`config.mk`:
```
export PLATFORM = sky130hd
export DESIGN_NAME = rd_xbar
export DESIGN_NICKNAME = d
export VERILOG_FILES = /design/src/design/xbar_cfg_pkg.sv /design/src/design/axi_rd_pkg.sv /design/src/design/rd_addr_decode.sv /design/src/design/rd_demux.sv /design/src/design/rd_err_slv.sv /design/src/design/rd_mux.sv /design/src/design/rd_xbar.sv
export SDC_FILE = /design/constraint.sdc
export NUM_CORES = 1
export LEC_CHECK = 0
export BUFFER_PORTS_ARGS = -buffer_cell sky130_fd_sc_hd__buf_4
export CORE_AREA = 5 5 204 206
export CTS_CLUSTER_DIAMETER = 200
export DETAILED_ROUTE_END_ITERATION = 12
export DIE_AREA = 0 0 209 211
export GPL_ROUTABILITY_DRIVEN = 1
export SLEW_MARGIN = 20
export SYNTH_ARGS = -nofsm -noshare
export SYNTH_HDL_FRONTEND = slang
export SYNTH_SLANG_ARGS = --single-unit
```
`constraint.sdc`:
```
create_clock -name clk_i -period 6.4 [get_ports clk_i]
set_input_delay 1.28 -clock clk_i [delete_from_list [all_inputs] [get_ports clk_i]]
set_output_delay 1.28 -clock clk_i [all_outputs]
set_load 0.03 [all_outputs]
```
`src/design/xbar_cfg_pkg.sv`:
```
// Single fixed configuration; the slave index prefix assumes a power-of-two slave port count
package xbar_cfg_pkg;

  // Port and map sizes
  localparam int unsigned NUM_SLV_PORTS = 2;
  localparam int unsigned NUM_MST_PORTS = 2;
  localparam int unsigned NUM_RULES     = 3;

  localparam int unsigned ADDR_W    = 32;
  localparam int unsigned DATA_W    = 32;
  localparam int unsigned SLV_ID_W  = 3;
  localparam int unsigned SLV_IDX_W = 1;                     // Enough for NUM_SLV_PORTS
  localparam int unsigned MST_ID_W  = SLV_ID_W + SLV_IDX_W;  // Slave index prepended
  localparam int unsigned LEN_W     = 4;                     // Burst has len + 1 beats
  localparam int unsigned RESP_W    = 2;

  // One extra target for the decode error slave
  localparam int unsigned MST_SEL_W = $clog2(NUM_MST_PORTS + 1);

  typedef logic [ADDR_W-1:0]    addr_t;
  typedef logic [DATA_W-1:0]    data_t;
  typedef logic [SLV_ID_W-1:0]  slv_id_t;
  typedef logic [MST_ID_W-1:0]  mst_id_t;
  typedef logic [LEN_W-1:0]     len_t;
  typedef logic [RESP_W-1:0]    resp_t;
  typedef logic [MST_SEL_W-1:0] mst_sel_t;  // NUM_MST_PORTS selects the error slave
  typedef logic [SLV_IDX_W-1:0] slv_idx_t;

  localparam resp_t RESP_OKAY   = 2'b00;
  localparam resp_t RESP_DECERR = 2'b11;

  // Address range [start_addr, end_addr) mapped to one master port
  typedef struct packed {
    mst_sel_t mst_idx;
    addr_t    start_addr;
    addr_t    end_addr;
  } addr_rule_t;

endpackage

```
`src/design/axi_rd_pkg.sv`:
```
// AR and R channel bundles only; no user, cache, prot or burst type fields are carried
package axi_rd_pkg;

  import xbar_cfg_pkg::*;

  // AR channel, slave side
  typedef struct packed {
    slv_id_t id;
    addr_t   addr;
    len_t    len;
  } slv_ar_t;

  // AR channel, master side with extended ID
  typedef struct packed {
    mst_id_t id;
    addr_t   addr;
    len_t    len;
  } mst_ar_t;

  typedef struct packed {
    slv_id_t id;
    data_t   data;
    resp_t   resp;
    logic    last;
  } slv_r_t;

  typedef struct packed {
    mst_id_t id;
    data_t   data;
    resp_t   resp;
    logic    last;
  } mst_r_t;

  // Request and response bundles, slave side
  typedef struct packed {
    slv_ar_t ar;
    logic    ar_valid;
    logic    r_ready;
  } slv_req_t;

  typedef struct packed {
    logic   ar_ready;
    slv_r_t r;
    logic   r_valid;
  } slv_resp_t;

  // Same bundles toward the master ports
  typedef struct packed {
    mst_ar_t ar;
    logic    ar_valid;
    logic    r_ready;
  } mst_req_t;

  typedef struct packed {
    logic   ar_ready;
    mst_r_t r;
    logic   r_valid;
  } mst_resp_t;

endpackage

```
`src/design/rd_addr_decode.sv`:
```
// Purely combinational; overlapping rules resolve to the lowest rule index and no default port
`timescale 1ns/1ps

module rd_addr_decode
  import xbar_cfg_pkg::*;
(
  input  addr_t                       addr_i,
  input  addr_rule_t [NUM_RULES-1:0]  addr_map_i,
  output mst_sel_t                    sel_o
);

  logic [NUM_RULES-1:0] hit;  // Per-rule range match

  always_comb begin
    for (int unsigned i = 0; i < NUM_RULES; i++) begin
      hit[i] = (addr_i >= addr_map_i[i].start_addr) &&
               (addr_i <  addr_map_i[i].end_addr);
    end
  end

  // First matching rule wins
  always_comb begin
    logic found;
    found = 1'b0;
    sel_o = mst_sel_t'(NUM_MST_PORTS);  // No match goes to the error slave
    for (int unsigned i = 0; i < NUM_RULES; i++) begin
      if (!found && hit[i]) begin
        sel_o = addr_map_i[i].mst_idx;
        found = 1'b1;
      end
    end
  end

endmodule

```
`src/design/rd_demux.sv`:
```
// One outstanding read per slave port; sel_i must stay stable while the AR waits for ready
`timescale 1ns/1ps

module rd_demux
  import xbar_cfg_pkg::*;
  import axi_rd_pkg::*;
(
  input  logic                          clk_i,
  input  logic                          rst_n_i,
  input  slv_req_t                      slv_req_i,
  output slv_resp_t                     slv_resp_o,
  input  mst_sel_t                      sel_i,
  output slv_req_t  [NUM_MST_PORTS:0]   mst_reqs_o,   // Last entry is the error slave
  input  slv_resp_t [NUM_MST_PORTS:0]   mst_resps_i
);

  typedef enum logic {
    DMX_IDLE,
    DMX_BUSY
  } dmx_state_e;

  dmx_state_e state_q;
  mst_sel_t   tgt_q;     // Target of the read in flight
  logic       ar_fire;
  logic       r_done;

  assign ar_fire = slv_req_i.ar_valid && slv_resp_o.ar_ready;
  assign r_done  = slv_resp_o.r_valid && slv_req_i.r_ready && slv_resp_o.r.last;

  // Request fan-out
  always_comb begin
    for (int unsigned i = 0; i <= NUM_MST_PORTS; i++) begin
      mst_reqs_o[i].ar       = slv_req_i.ar;  // Payload broadcast, valid selects
      mst_reqs_o[i].ar_valid = (state_q == DMX_IDLE) && slv_req_i.ar_valid &&
                               (sel_i == mst_sel_t'(i));
      mst_reqs_o[i].r_ready  = (state_q == DMX_BUSY) && slv_req_i.r_ready &&
                               (tgt_q == mst_sel_t'(i));
    end
  end

  // Response selection
  always_comb begin
    slv_resp_o.ar_ready = 1'b0;
    if (state_q == DMX_IDLE) begin
      slv_resp_o.ar_ready = mst_resps_i[sel_i].ar_ready;
    end
    slv_resp_o.r       = mst_resps_i[tgt_q].r;
    slv_resp_o.r_valid = (state_q == DMX_BUSY) && mst_resps_i[tgt_q].r_valid;
  end

  always_ff @(posedge clk_i or negedge rst_n_i) begin
    if (!rst_n_i) begin
      state_q <= DMX_IDLE;
      tgt_q   <= '0;
    end else begin
      case (state_q)
        DMX_IDLE: begin
          if (ar_fire) begin
            state_q <= DMX_BUSY;
            tgt_q   <= sel_i;      // Hold route until the last beat
          end
        end
        DMX_BUSY: begin
          if (r_done) state_q <= DMX_IDLE;
        end
        default: state_q <= DMX_IDLE;
      endcase
    end
  end

  // A stalled AR must keep its payload, or the route could change mid-handshake
  ar_payload_stable: assert property (
    @(posedge clk_i) disable iff (!rst_n_i)
    (slv_req_i.ar_valid && !slv_resp_o.ar_ready) |=> $stable(slv_req_i.ar)
  ) else $error("AR payload changed while waiting for ready");

endmodule

```
`src/design/rd_err_slv.sv`:
```
// Accepts one burst at a time and answers with DECERR and zero data for every beat
`timescale 1ns/1ps

module rd_err_slv
  import xbar_cfg_pkg::*;
  import axi_rd_pkg::*;
(
  input  logic      clk_i,
  input  logic      rst_n_i,
  input  slv_req_t  req_i,
  output slv_resp_t resp_o
);

  typedef enum logic {
    ERR_IDLE,
    ERR_BURST
  } err_state_e;

  err_state_e state_q;
  slv_id_t    id_q;    // ID echoed on every beat
  len_t       cnt_q;   // Beats left after the current one

  assign resp_o.ar_ready = (state_q == ERR_IDLE);
  assign resp_o.r_valid  = (state_q == ERR_BURST);
  assign resp_o.r.id     = id_q;
  assign resp_o.r.data   = '0;
  assign resp_o.r.resp   = RESP_DECERR;
  assign resp_o.r.last   = (cnt_q == '0);

  always_ff @(posedge clk_i or negedge rst_n_i) begin
    if (!rst_n_i) begin
      state_q <= ERR_IDLE;
      cnt_q   <= '0;
    end else begin
      case (state_q)
        ERR_IDLE: begin
          if (req_i.ar_valid) begin
            state_q <= ERR_BURST;
            cnt_q   <= req_i.ar.len;
          end
        end
        ERR_BURST: begin
          if (req_i.r_ready) begin
            if (resp_o.r.last) state_q <= ERR_IDLE;
            else               cnt_q   <= cnt_q - 1'b1;
          end
        end
        default: state_q <= ERR_IDLE;
      endcase
    end
  end

  always_ff @(posedge clk_i) begin
    if (state_q == ERR_IDLE && req_i.ar_valid) id_q <= req_i.ar.id;
  end

  // After the final beat the slave sits idle with no beat pending
  no_beat_in_idle: assert property (
    @(posedge clk_i) disable iff (!rst_n_i)
    (resp_o.r_valid && req_i.r_ready && resp_o.r.last) |=> !resp_o.r_valid
  ) else $error("Error slave drives r_valid while idle");

endmodule

```
`src/design/rd_mux.sv`:
```
// Round-robin AR arbitration; R routing trusts the top ID bits returned by the downstream slave
`timescale 1ns/1ps

module rd_mux
  import xbar_cfg_pkg::*;
  import axi_rd_pkg::*;
(
  input  logic                             clk_i,
  input  logic                             rst_n_i,
  input  slv_req_t  [NUM_SLV_PORTS-1:0]    slv_reqs_i,
  output slv_resp_t [NUM_SLV_PORTS-1:0]    slv_resps_o,
  output mst_req_t                         mst_req_o,
  input  mst_resp_t                        mst_resp_i
);

  slv_idx_t prio_q;   // Port checked first when no grant is held
  slv_idx_t gnt_q;    // Grant kept while its AR is stalled
  logic     lock_q;
  slv_idx_t gnt;
  slv_idx_t r_idx;    // Slave port owning the current R beat

  // Round-robin pick starting at prio_q
  always_comb begin
    slv_idx_t cand;
    logic     found;
    found = 1'b0;
    gnt   = prio_q;
    for (int unsigned i = 0; i < NUM_SLV_PORTS; i++) begin
      cand = slv_idx_t'(prio_q + i);
      if (!found && slv_reqs_i[cand].ar_valid) begin
        gnt   = cand;
        found = 1'b1;
      end
    end
    if (lock_q) gnt = gnt_q;
  end

  // AR toward the master port, ID prefixed with the slave index
  always_comb begin
    mst_req_o.ar.id   = {gnt, slv_reqs_i[gnt].ar.id};
    mst_req_o.ar.addr = slv_reqs_i[gnt].ar.addr;
    mst_req_o.ar.len  = slv_reqs_i[gnt].ar.len;
    mst_req_o.ar_valid = slv_reqs_i[gnt].ar_valid;
  end

  assign r_idx = mst_resp_i.r.id[MST_ID_W-1 -: SLV_IDX_W];
  assign mst_req_o.r_ready = slv_reqs_i[r_idx].r_ready;

  always_comb begin
    for (int unsigned s = 0; s < NUM_SLV_PORTS; s++) begin
      slv_resps_o[s].ar_ready = (gnt == slv_idx_t'(s)) && mst_resp_i.ar_ready;
      slv_resps_o[s].r.id     = mst_resp_i.r.id[SLV_ID_W-1:0];  // Prefix stripped
      slv_resps_o[s].r.data   = mst_resp_i.r.data;
      slv_resps_o[s].r.resp   = mst_resp_i.r.resp;
      slv_resps_o[s].r.last   = mst_resp_i.r.last;
      slv_resps_o[s].r_valid  = mst_resp_i.r_valid && (r_idx == slv_idx_t'(s));
    end
  end

  always_ff @(posedge clk_i or negedge rst_n_i) begin
    if (!rst_n_i) begin
      prio_q <= '0;
      gnt_q  <= '0;
      lock_q <= 1'b0;
    end else if (mst_req_o.ar_valid) begin
      if (mst_resp_i.ar_ready) begin
        lock_q <= 1'b0;
        prio_q <= slv_idx_t'(gnt + 1'b1);  // Move past the winner
      end else begin
        lock_q <= 1'b1;
        gnt_q  <= gnt;
      end
    end
  end

  // A stalled AR keeps its grant, so the downstream payload cannot switch ports
  grant_held: assert property (
    @(posedge clk_i) disable iff (!rst_n_i)
    (mst_req_o.ar_valid && !mst_resp_i.ar_ready) |=> (gnt == $past(gnt))
  ) else $error("Grant moved while the granted AR was stalled");

endmodule

```
`src/design/rd_xbar.sv`:
```
// Read-only crossbar with combinational paths; each slave port has at most one read in flight
`timescale 1ns/1ps

module rd_xbar
  import xbar_cfg_pkg::*;
  import axi_rd_pkg::*;
(
  input  logic                               clk_i,
  input  logic                               rst_n_i,
  input  slv_req_t   [NUM_SLV_PORTS-1:0]     slv_req_i,
  output slv_resp_t  [NUM_SLV_PORTS-1:0]     slv_resp_o,
  output mst_req_t   [NUM_MST_PORTS-1:0]     mst_req_o,
  input  mst_resp_t  [NUM_MST_PORTS-1:0]     mst_resp_i,
  input  addr_rule_t [NUM_RULES-1:0]         addr_map_i
);

  // Demux side, one extra entry per port for the error slave
  slv_req_t  [NUM_SLV_PORTS-1:0][NUM_MST_PORTS:0]   dmx_reqs;
  slv_resp_t [NUM_SLV_PORTS-1:0][NUM_MST_PORTS:0]   dmx_resps;

  // Mux side, still slave-side types since the mux extends the ID
  slv_req_t  [NUM_MST_PORTS-1:0][NUM_SLV_PORTS-1:0] mux_reqs;
  slv_resp_t [NUM_MST_PORTS-1:0][NUM_SLV_PORTS-1:0] mux_resps;

  for (genvar s = 0; s < NUM_SLV_PORTS; s++) begin : gen_slv_port
    mst_sel_t ar_sel;

    rd_addr_decode u_decode (
      .addr_i     (slv_req_i[s].ar.addr),
      .addr_map_i (addr_map_i),
      .sel_o      (ar_sel)
    );

    rd_demux u_demux (
      .clk_i       (clk_i),
      .rst_n_i     (rst_n_i),
      .slv_req_i   (slv_req_i[s]),
      .slv_resp_o  (slv_resp_o[s]),
      .sel_i       (ar_sel),
      .mst_reqs_o  (dmx_reqs[s]),
      .mst_resps_i (dmx_resps[s])
    );

    rd_err_slv u_err_slv (
      .clk_i   (clk_i),
      .rst_n_i (rst_n_i),
      .req_i   (dmx_reqs[s][NUM_MST_PORTS]),
      .resp_o  (dmx_resps[s][NUM_MST_PORTS])
    );
  end

  // Cross wiring
  for (genvar s = 0; s < NUM_SLV_PORTS; s++) begin : gen_cross_slv
    for (genvar m = 0; m < NUM_MST_PORTS; m++) begin : gen_cross_mst
      assign mux_reqs[m][s]  = dmx_reqs[s][m];
      assign dmx_resps[s][m] = mux_resps[m][s];
    end
  end

  for (genvar m = 0; m < NUM_MST_PORTS; m++) begin : gen_mst_port
    rd_mux u_mux (
      .clk_i       (clk_i),
      .rst_n_i     (rst_n_i),
      .slv_reqs_i  (mux_reqs[m]),
      .slv_resps_o (mux_resps[m]),
      .mst_req_o   (mst_req_o[m]),
      .mst_resp_i  (mst_resp_i[m])
    );
  end

endmodule

```
-- Yosys cells after proc, flatten, opt, wreduce, memory -nomap -nowiden
Index checks and enable logic that the tools add are counted.
- $add $sub $neg: 6
- multiply operators: 0
- div/mod/pow operators: 0
- order comparisons: 24
- equal/unequal tests: 14
- shifts and indexed selects: 0
- muxes and demuxes: 66
- bitwise logic cells: 10
- reduce and logical (&&, ||, !) cells: 66
- operator list (operator ; count):
    40-bit binary-select mux with 2-bit select ; 4
    32-bit >= comparator ; 6
    32-bit less-than comparator ; 6
    41-bit two-way mux ; 4
    40-bit two-way mux ; 2
    39-bit two-way mux ; 2
    1-bit logical AND ; 46
    1-bit two-way mux ; 28
    2-bit two-way mux ; 14
    4-bit two-way mux ; 6
    1-bit by 2-bit less-than comparator with 1-bit output (second input constant) ; 8
    4-bit case mux with 2 select lines ; 2
    2-bit by 3-bit less-than comparator with 1-bit output (second input constant) ; 4
    2-bit AND reduction ; 6
    1-bit NOT ; 10
    2-bit by 1-bit == test with 1-bit output (second input constant) ; 4
    2-bit == test (second input constant) ; 4
    2-bit logical NOT ; 4
    4-bit logical NOT ; 2
    2-bit inequality test (second input constant) ; 4
    1-bit case mux with 2 select lines ; 4
    4-bit by 1-bit subtractor with 4-bit output (second input constant) ; 2
    1-bit logical NOT ; 6
    3-bit AND reduction ; 2
    2 further kinds ; 6
- register bits: 28
- latch bits: 0
- memory bits (writable): 0
- ROM bits: 0
- input port bits: 364
- output and inout port bits: 164
- logic and storage cells: 202
- memories: 0

-- Logic depth before layout (Yosys ltp)
Gate-level depths: netlist of the first run.
- word-level depth: 27
- gate-level depth with buffers: 15

-- Modules after synthesis
From an unflattened synthesis of the first run, not the netlist that was laid out.
- cell total of the unflattened synthesis: 2288
- area, all modules: 17314.1 sq um
- modules (own cells, without submodules) (module ; instances ; cells each ; area an instance (sq um)):
    rd_addr_decode ; 2 ; 656 ; 4772.1
    rd_demux ; 2 ; 270 ; 1898.1
    rd_mux ; 2 ; 146 ; 1285.0
    rd_err_slv ; 2 ; 72 ; 701.9

-- Least setup slack after synthesis of the first run
Ideal clock, no wire load.
- kind: input port to output port
- start point: in addr_map_i[81] (netlist name)
- end point: out mst_req_o[6] (netlist name)
- arrival: 4.666 ns
- setup slack: 0.454 ns
- stages: 14
- buffers on the path: 1
- cells stage by stage: inv_1 > ha_1 > nand4_1 > or3_1 > a2111oi_2 > o41ai_1 > o211a_2 > or4b_4 > a221oi_4 > o31ai_2 > a21oi_2 > o21a_4 > buf_12 > mux2i_1
- RTL lines (item ; line ; source):
    from (decl) ; rd_xbar.sv:14 ; input addr_rule_t [NUM_RULES-1:0] addr_map_i
    to (decl) ; rd_xbar.sv:12 ; output mst_req_t [NUM_MST_PORTS-1:0] mst_req_o,

==> results of run 1 <==
## per-layer routing
metal  part of all wire  wire, um  global-route usage
met2               0.49     32600               0.496
met1               0.41     27000               0.333
met3              0.058      3810              0.0417
met4              0.037      2430              0.0927
met5            0.00050        33                   0
## per-stage QoR
stage	setup slack [ns]	hold slack, ns
6_report	0.0471	0.536
2_1_floorplan	0.454	0.466
3_3_place_gp	-0.185	0.491
5_1_grt	-0.0727	0.572
4_1_cts	0.0201	0.522
3_5_place_dp	-0.143	0.510
## worst reg2reg max path: cells and delay by family (launching register included)
kind / cells / cell delay, ns
buf+inv: 2 / 0.24
compound gates: 3 / 0.55
fa+ha+maj: 1 / 0.36
simple gates: 2 / 0.74
mux: 1 / 0.26
flops: 1 / 0.44
## cells in the mapped netlist (8+ instances only)
| cell | n | share of area |
|---|---|---|
| ha_1 | 382 | 0.36 |
| inv_1 | 219 | 0.063 |
| a21oi_1 | 148 | 0.057 |
| nor2_1 | 115 | 0.033 |
| nand2_1 | 111 | 0.032 |
| o21ai_0 | 85 | 0.032 |
| mux2i_1 | 74 | 0.057 |
| nand4_1 | 52 | 0.025 |
| nand3_1 | 49 | 0.019 |
| mux2_2 | 37 | 0.032 |
| mux2_4 | 37 | 0.042 |
| a21o_1 | 36 | 0.021 |
| dfrtp_1 | 22 | 0.042 |
| nor3_1 | 19 | 0.0073 |
| clkbuf_1 | 17 | 0.0049 |
| a211oi_1 | 16 | 0.0092 |
| o21a_1 | 14 | 0.0080 |
| nand2b_1 | 13 | 0.0062 |
| nor4_1 | 12 | 0.0057 |
| and4_1 | 11 | 0.0074 |
| or3_1 | 11 | 0.0053 |
| a221oi_1 | 10 | 0.0067 |
| a31oi_1 | 10 | 0.0048 |
| nor2b_1 | 8 | 0.0038 |
| o211ai_1 | 8 | 0.0046 |
## kinds of logic (layout without fill, tap and decap cells)
| kind of cell | count (synthesis) | in the layout | synth area share |
|---|---|---|---|
| muxes | 149 | 149 | 0.132 |
| other | 0 | 2 | 0 |
| DFF | 28 | 28 | 0.0558 |
| buffers and inverters | 255 | 827 | 0.0798 |
| AOI/OAI and AO/OA | 409 | 409 | 0.201 |
| and+or+nand+nor | 436 | 436 | 0.165 |
| adders and majority gates | 383 | 383 | 0.366 |
## layout make-up
class / instances / area [um^2] / share of cell area
tap: 525 / 657 / 0.0344
antenna: 2 / 5.00 / 0.000262
timing repair buffer: 603 / 4770 / 0.250
clock buffer: 4 / 100 / 0.00524
multi-input combinational: 1377 / 12000 / 0.628
sequential: 28 / 734 / 0.0385
inverter: 220 / 833 / 0.0436
## registers in the layout, indices dropped and copies added, names as in the netlist
| signal | cells |
|---|---|
| gen_slv_port.u_demux.state_q | 2 |
| gen_mst_port.u_mux.prio_q | 2 |
| gen_mst_port.u_mux.gnt_q | 2 |
| gen_mst_port.u_mux.lock_q | 2 |
| gen_slv_port.u_demux.tgt_q | 4 |
| gen_slv_port.u_err_slv.id_q | 6 |
| gen_slv_port.u_err_slv.cnt_q | 8 |
| gen_slv_port.u_err_slv.state_q | 2 |
## worst max path at each step
| stage | startpoint | endpoint | slack (ns) | cells after the start |
|---|---|---|---|---|
| 5_1_grt | slv_req_i[15] | mst_req_o[19] | -0.07 | 17 |
| 3_3_place_gp | slv_req_i[7] | mst_req_o[40] | -0.19 | 17 |
| 4_1_cts | slv_req_i[21] | mst_req_o[40] | 0.02 | 15 |
| 3_5_place_dp | slv_req_i[17] | mst_req_o[40] | -0.14 | 15 |
| 2_1_floorplan | addr_map_i[81] | mst_req_o[6] | 0.45 | 14 |
| 6_report | slv_req_i[15] | mst_req_o[19] | 0.05 | 17 |
## report_power, final
group          switching [mW]  internal, mW  leakage, nW
logic                    2.36          1.72         9.57
clock network          0.0715         0.109       0.0493
registers              0.0839         0.239        0.299
total                    2.51          2.07         9.92
## timing repair
item	in CTS	in global routing
gates cloned	0	4
setup endpoints to repair	76	78
pin swaps	0	27
setup buffers	0	11
resized for setup	9	136
==> flow_summary.yaml, run 1 <==
run_status:
  status: "finished, final reports clean"
global_routing:
  grt_pass1_wl_um: 94100
  grt_max_degree: 43
  track_usage: 0.274
  grt_overflow: 0
  antenna_found_initial: 2
  grt_pass1_vias: 15300
worst_setup_path:
  critPathBufInv: 5
  reg2reg_slack_ns: 3.75
  rr_startpoint: "gen_slv_port[0].u_demux.state_q"
  cp.arrival_ns: 5.07
  path_class: "in2out"
  crit_path_start_kind: "input port"
  critPathTopFamily: "compound AO/OA/AOI/OAI gates"
  r2r_end: "gen_slv_port[0].u_demux.tgt_q[0]"
  cp_slowest_stage_delay_ns: 0.50
  worstPathCellList: "buf_4 > ha_1 > a21oi_2 > o21ai_2 > a221oi_4 > nand3_4 > a41o_4 > or4b_4 > a221oi_4 > buf_4 > nor4_4 > a21oi_2 > o21a_4 > buf_12 > clkbuf_16 > mux2_4 > buf_6"
  required_ns: 5.12
  reg2reg_depth: 9
  end_kind: "output port"
  crit_fanout: 8
  slowest_stage: "or4b_4"
detailed_routing:
  drtAntennaViolNets: 0
  viasPerCell: 5.45
  wirelength_um: 65900
  drt-wirelength-per-cell_um: 23.9
  vias: 15000
  drc: 0
  drtIter0Drc: 965
  drt_pass1_iterations: 5
clocking:
  hold_buffers: 0
  cts-root-buf: "clkbuf_16"
  clkLatencyLatePin_ns: 0.27
  cts_tree: "built"
  h-tree-depth: 1
  clk_path_buf_depth: 2
  clk_pin_slew_ns: 0.08
  cts_made_buffers: 3
  clock-sinks: 28
sta:
  fmax_mhz: 157
  rsz0062_at_grt: "true"
  setup_tns_ns: 0
  setup_viol: 0
  tightest_slew_ns: 0.799
  hold_viol: 0
  slew_headroom: 0.463
  finalCriticalPeriod_ns: 6.35
  clock_skew_ns: 0.00164
  period_share: 0.993
  slew_violations: 0
min_path:
  whs_endpoint: "gen_slv_port[1].u_err_slv.cnt_q[0]"
  hold_start: "gen_slv_port[1].u_err_slv.cnt_q[0]"
  hold_depth: 1
  hp-class: "reg2reg"
layout:
  syn_to_final_growth_pct: 45.8
  num-nets-final: 2979
  stdcell_count: 2759
  layout-drive-gt1-share: 0.358
  fin_util: 0.484
  final_common_cell: "buf_4"
  layout_common_cells: "buf_4, ha_1, inv_1, a21oi_1, nor2_1"
  fin_area_mm2: 0.0191
  fill_cells: 3909
synth:
  ys_seq_elements: 28
  synth_nets: 2406
  postSynthCellCount: 1660
  async_flop_share: 0.786
  synth.distinct_cells: 93
  syn_area_mm2: 0.0131
  synth_edf_count: 6
  yosys_warnings: 0
  synth_top_flop_cell: "dfrtp_1"
  syn_avg_cell_area_um2: 7.89
  ys_seq_area_frac: 0.0558
place:
  place_area_mm2: 0.0180
  place_hpwl_um: 55900
  globalplace.congestion: 1.02
  dpl.cell_count: 2739
  port_buffers: 527
pwr:
  power_mw: 4.58
  power_density_mw_per_mm2: 240
  p_leak_nw: 9.92
  irDropWorstVdd_v: 0.000190
floorplanning:
  die_area_mm2: 0.0441
  coreArea_mm2: 0.0395
  ioPinCount: 528
  initial_core_util: 0.332
  rows: 73
  die_height_um: 211
  dieWidth_um: 209
run:
  drv_cap: 0
Note: power is estimated with default switching activity, not from simulation.
==> run 2, diff against run 1 <==
--- a/config.mk
+++ b/config.mk
@@ -5,12 +5,15 @@
 export SDC_FILE = /design/constraint.sdc
 export NUM_CORES = 1
 export LEC_CHECK = 0
+export ABC_CLOCK_PERIOD_IN_PS = 6400
 export BUFFER_PORTS_ARGS = -buffer_cell sky130_fd_sc_hd__buf_4
 export CORE_AREA = 5 5 204 206
 export CTS_CLUSTER_DIAMETER = 200
 export DETAILED_ROUTE_END_ITERATION = 12
 export DIE_AREA = 0 0 209 211
 export GPL_ROUTABILITY_DRIVEN = 1
+export RECOVER_POWER = 100
+export SETUP_SLACK_MARGIN = 0.05
 export SLEW_MARGIN = 20
 export SYNTH_ARGS = -nofsm -noshare
 export SYNTH_HDL_FRONTEND = slang
==> run 2 against run 1 <==
The flow now finishes with violations (capacitance limit, slew limit, setup timing). Final area shrank 1.9%. Critical path depth did not move. Clock power is essentially flat. Utilization is 0.92 points lower. Routed wire length increased by 1.2%. Setup slack got worse by 0.070 ns. Sequential power about the same. Power increased by 2.7%. Maximum frequency is 1.1% lower. Non-clock buffer count up 6. Critical path type unchanged. Largest cell class unchanged.
==> flow_summary.yaml, run 2 (synthesis results as in run 1) <==
global_routing:
  antenna_found_initial: 2
  track_usage: 0.275
  grt_pass1_wl_um: 94200
  grt_overflow: 0
  grt_pass1_vias: 15300
  grt_max_degree: 43
sta:
  setup_ws_ns: -0.0228
  period_share: 1.00
  tightest_slew_ns: 1.68
  rsz0062_at_grt: "true"
  fmax_mhz: 156
  holdWs_ns: 0.520
  setup_viol: 6
  clock_skew_ns: 0.00362
  hold_viol: 0
  finalCriticalPeriod_ns: 6.42
  slew_violations: 33
  slew_headroom: -0.121
layout:
  top_register: "gen_slv_port.u_err_slv.cnt_q"
  final_common_cell: "buf_4"
  fin_area_mm2: 0.0187
  layout_common_cells: "buf_4, ha_1, inv_1, a21oi_1, nor2_1"
  fill_cells: 3986
  largest_registers: "gen_slv_port.u_err_slv.cnt_q: 8 flops, gen_slv_port.u_err_slv.id_q: 6 flops, gen_slv_port.u_demux.tgt_q: 4 flops"
  largest_register_ffs: 8
  layout-drive-gt1-share: 0.308
  syn_to_final_growth_pct: 43.0
  num-nets-final: 2985
worst_setup_path:
  end_kind: "output port"
  crit_path_start_kind: "input port"
  path_class: "in2out"
  reg2reg_depth: 7
  cp.arrival_ns: 5.14
  crit_fanout: 8
  required_ns: 5.12
pwr:
  irDropWorstVdd_v: 0.000194
  power_density_mw_per_mm2: 251
  p_leak_nw: 9.65
clocking:
  clkLatencyLatePin_ns: 0.27
  h-tree-depth: 1
  cts_made_buffers: 3
  clk_path_buf_depth: 2
  hold_buffers: 0
  clock-sinks: 28
  clk_pin_slew_ns: 0.08
  cts-root-buf: "clkbuf_16"
  cts_tree: "built"
min_path:
  hp-class: "reg2reg"
  hold_depth: 1
detailed_routing:
  vias: 15100
  drc: 0
  drt_pass1_iterations: 5
  drtAntennaViolNets: 0
  viasPerCell: 5.45
  wirelength_um: 66700
  drt-wirelength-per-cell_um: 24.1
  drtIter0Drc: 971
floorplanning:
  initial_core_util: 0.332
  dieWidth_um: 209
  rows: 73
  coreArea_mm2: 0.0395
  ioPinCount: 528
  die_height_um: 211
  die_area_mm2: 0.0441
place:
  place_ws_ns: -0.143
  globalplace.congestion: 1.02
  place_hpwl_um: 55900
  place_area_mm2: 0.0180
  port_buffers: 527
run_status:
  violations: "capacitance limit, slew limit, setup timing"
  status: "complete, but fails checks"
run:
  drv_cap: 1
[run 2: metal layers]
layer,up-vias,GRT usage,part of all wire
met4,4,0.0929,0.039
met1,7103,0.333,0.41
li1,7301,-,-
met3,96,0.0417,0.066
met2,549,0.496,0.49
met5,-,0,0.00049
[run 2: worst paths after layout]
kind / startpoint / endpoint / slack (ns)
max: slv_req_i[19] / mst_req_o[17] / -0.02
min: gen_slv_port[1].u_err_slv.cnt_q[0] / gen_slv_port[1].u_err_slv.cnt_q[0] / 0.52
max reg2reg: gen_slv_port[0].u_demux.tgt_q[1] / gen_slv_port[0].u_demux.state_q / 3.26
min reg2reg: gen_slv_port[1].u_err_slv.cnt_q[0] / gen_slv_port[1].u_err_slv.cnt_q[0] / 0.52
max in group asynchronous: rst_n_i / gen_slv_port[1].u_demux.tgt_q[0] / 4.21
min in group asynchronous: rst_n_i / gen_slv_port[0].u_demux.state_q / 1.30
[run 2: cell type report]
class,count,area (um^2),area share
Antenna cell,1,2.50,0.000134
Multi-Input combinational cell,1377,11800,0.627
Clock buffer,4,100,0.00534
Inverter,220,828,0.0442
Sequential cell,28,733,0.0392
Timing Repair Buffer,609,4660,0.249
Tap cell,525,657,0.0351
[run 2: power breakdown]
part,total (mW),internal (mW),leakage (nW),switching (mW)
combinational,4.20,1.75,9.30,2.45
clock,0.180,0.109,0.0493,0.0706
sequential,0.323,0.239,0.299,0.0844
[run 2: worst max-delay path, stage by stage]
cell and delay (ns):
buf_6 0.13, ha_4 0.27, nand4_1 0.11, or3_4 0.45, a2111oi_4 0.36, o41ai_2 0.14
o211a_2 0.14, or4b_4 0.53, a221oi_4 0.33, buf_4 0.18, nor4_4 0.04, a21oi_2 0.16
o21a_4 0.27, buf_12 0.15, clkbuf_16 0.15, mux2_4 0.30, buf_6 0.14
[run 2: per-stage QoR]
stage | total power [mW] | TNS, ns | utilization | cells
6_report | 4.71 | -0.113 | 0.475 | 2764
5_1_grt | 4.95 | -2.00 | 0.475 | 2763
4_1_cts | 4.36 | 0 | 0.460 | 2743
3_5_place_dp | 4.16 | -4.86 | 0.456 | 2739
3_3_place_gp | 4.13 | -8.22 | 0.456 | 2739
2_1_floorplan | 2.71 | 0 | - | 1660
[run 2: repair_timing]
item                                    4_1_cts  5_1_grt
cloned                                        0        8
endpoints found under the setup margin       76       80
buffers inserted                              0       12
pin swaps                                     0       16
resized for setup                            10      114
hold endpoints to repair                      0        0
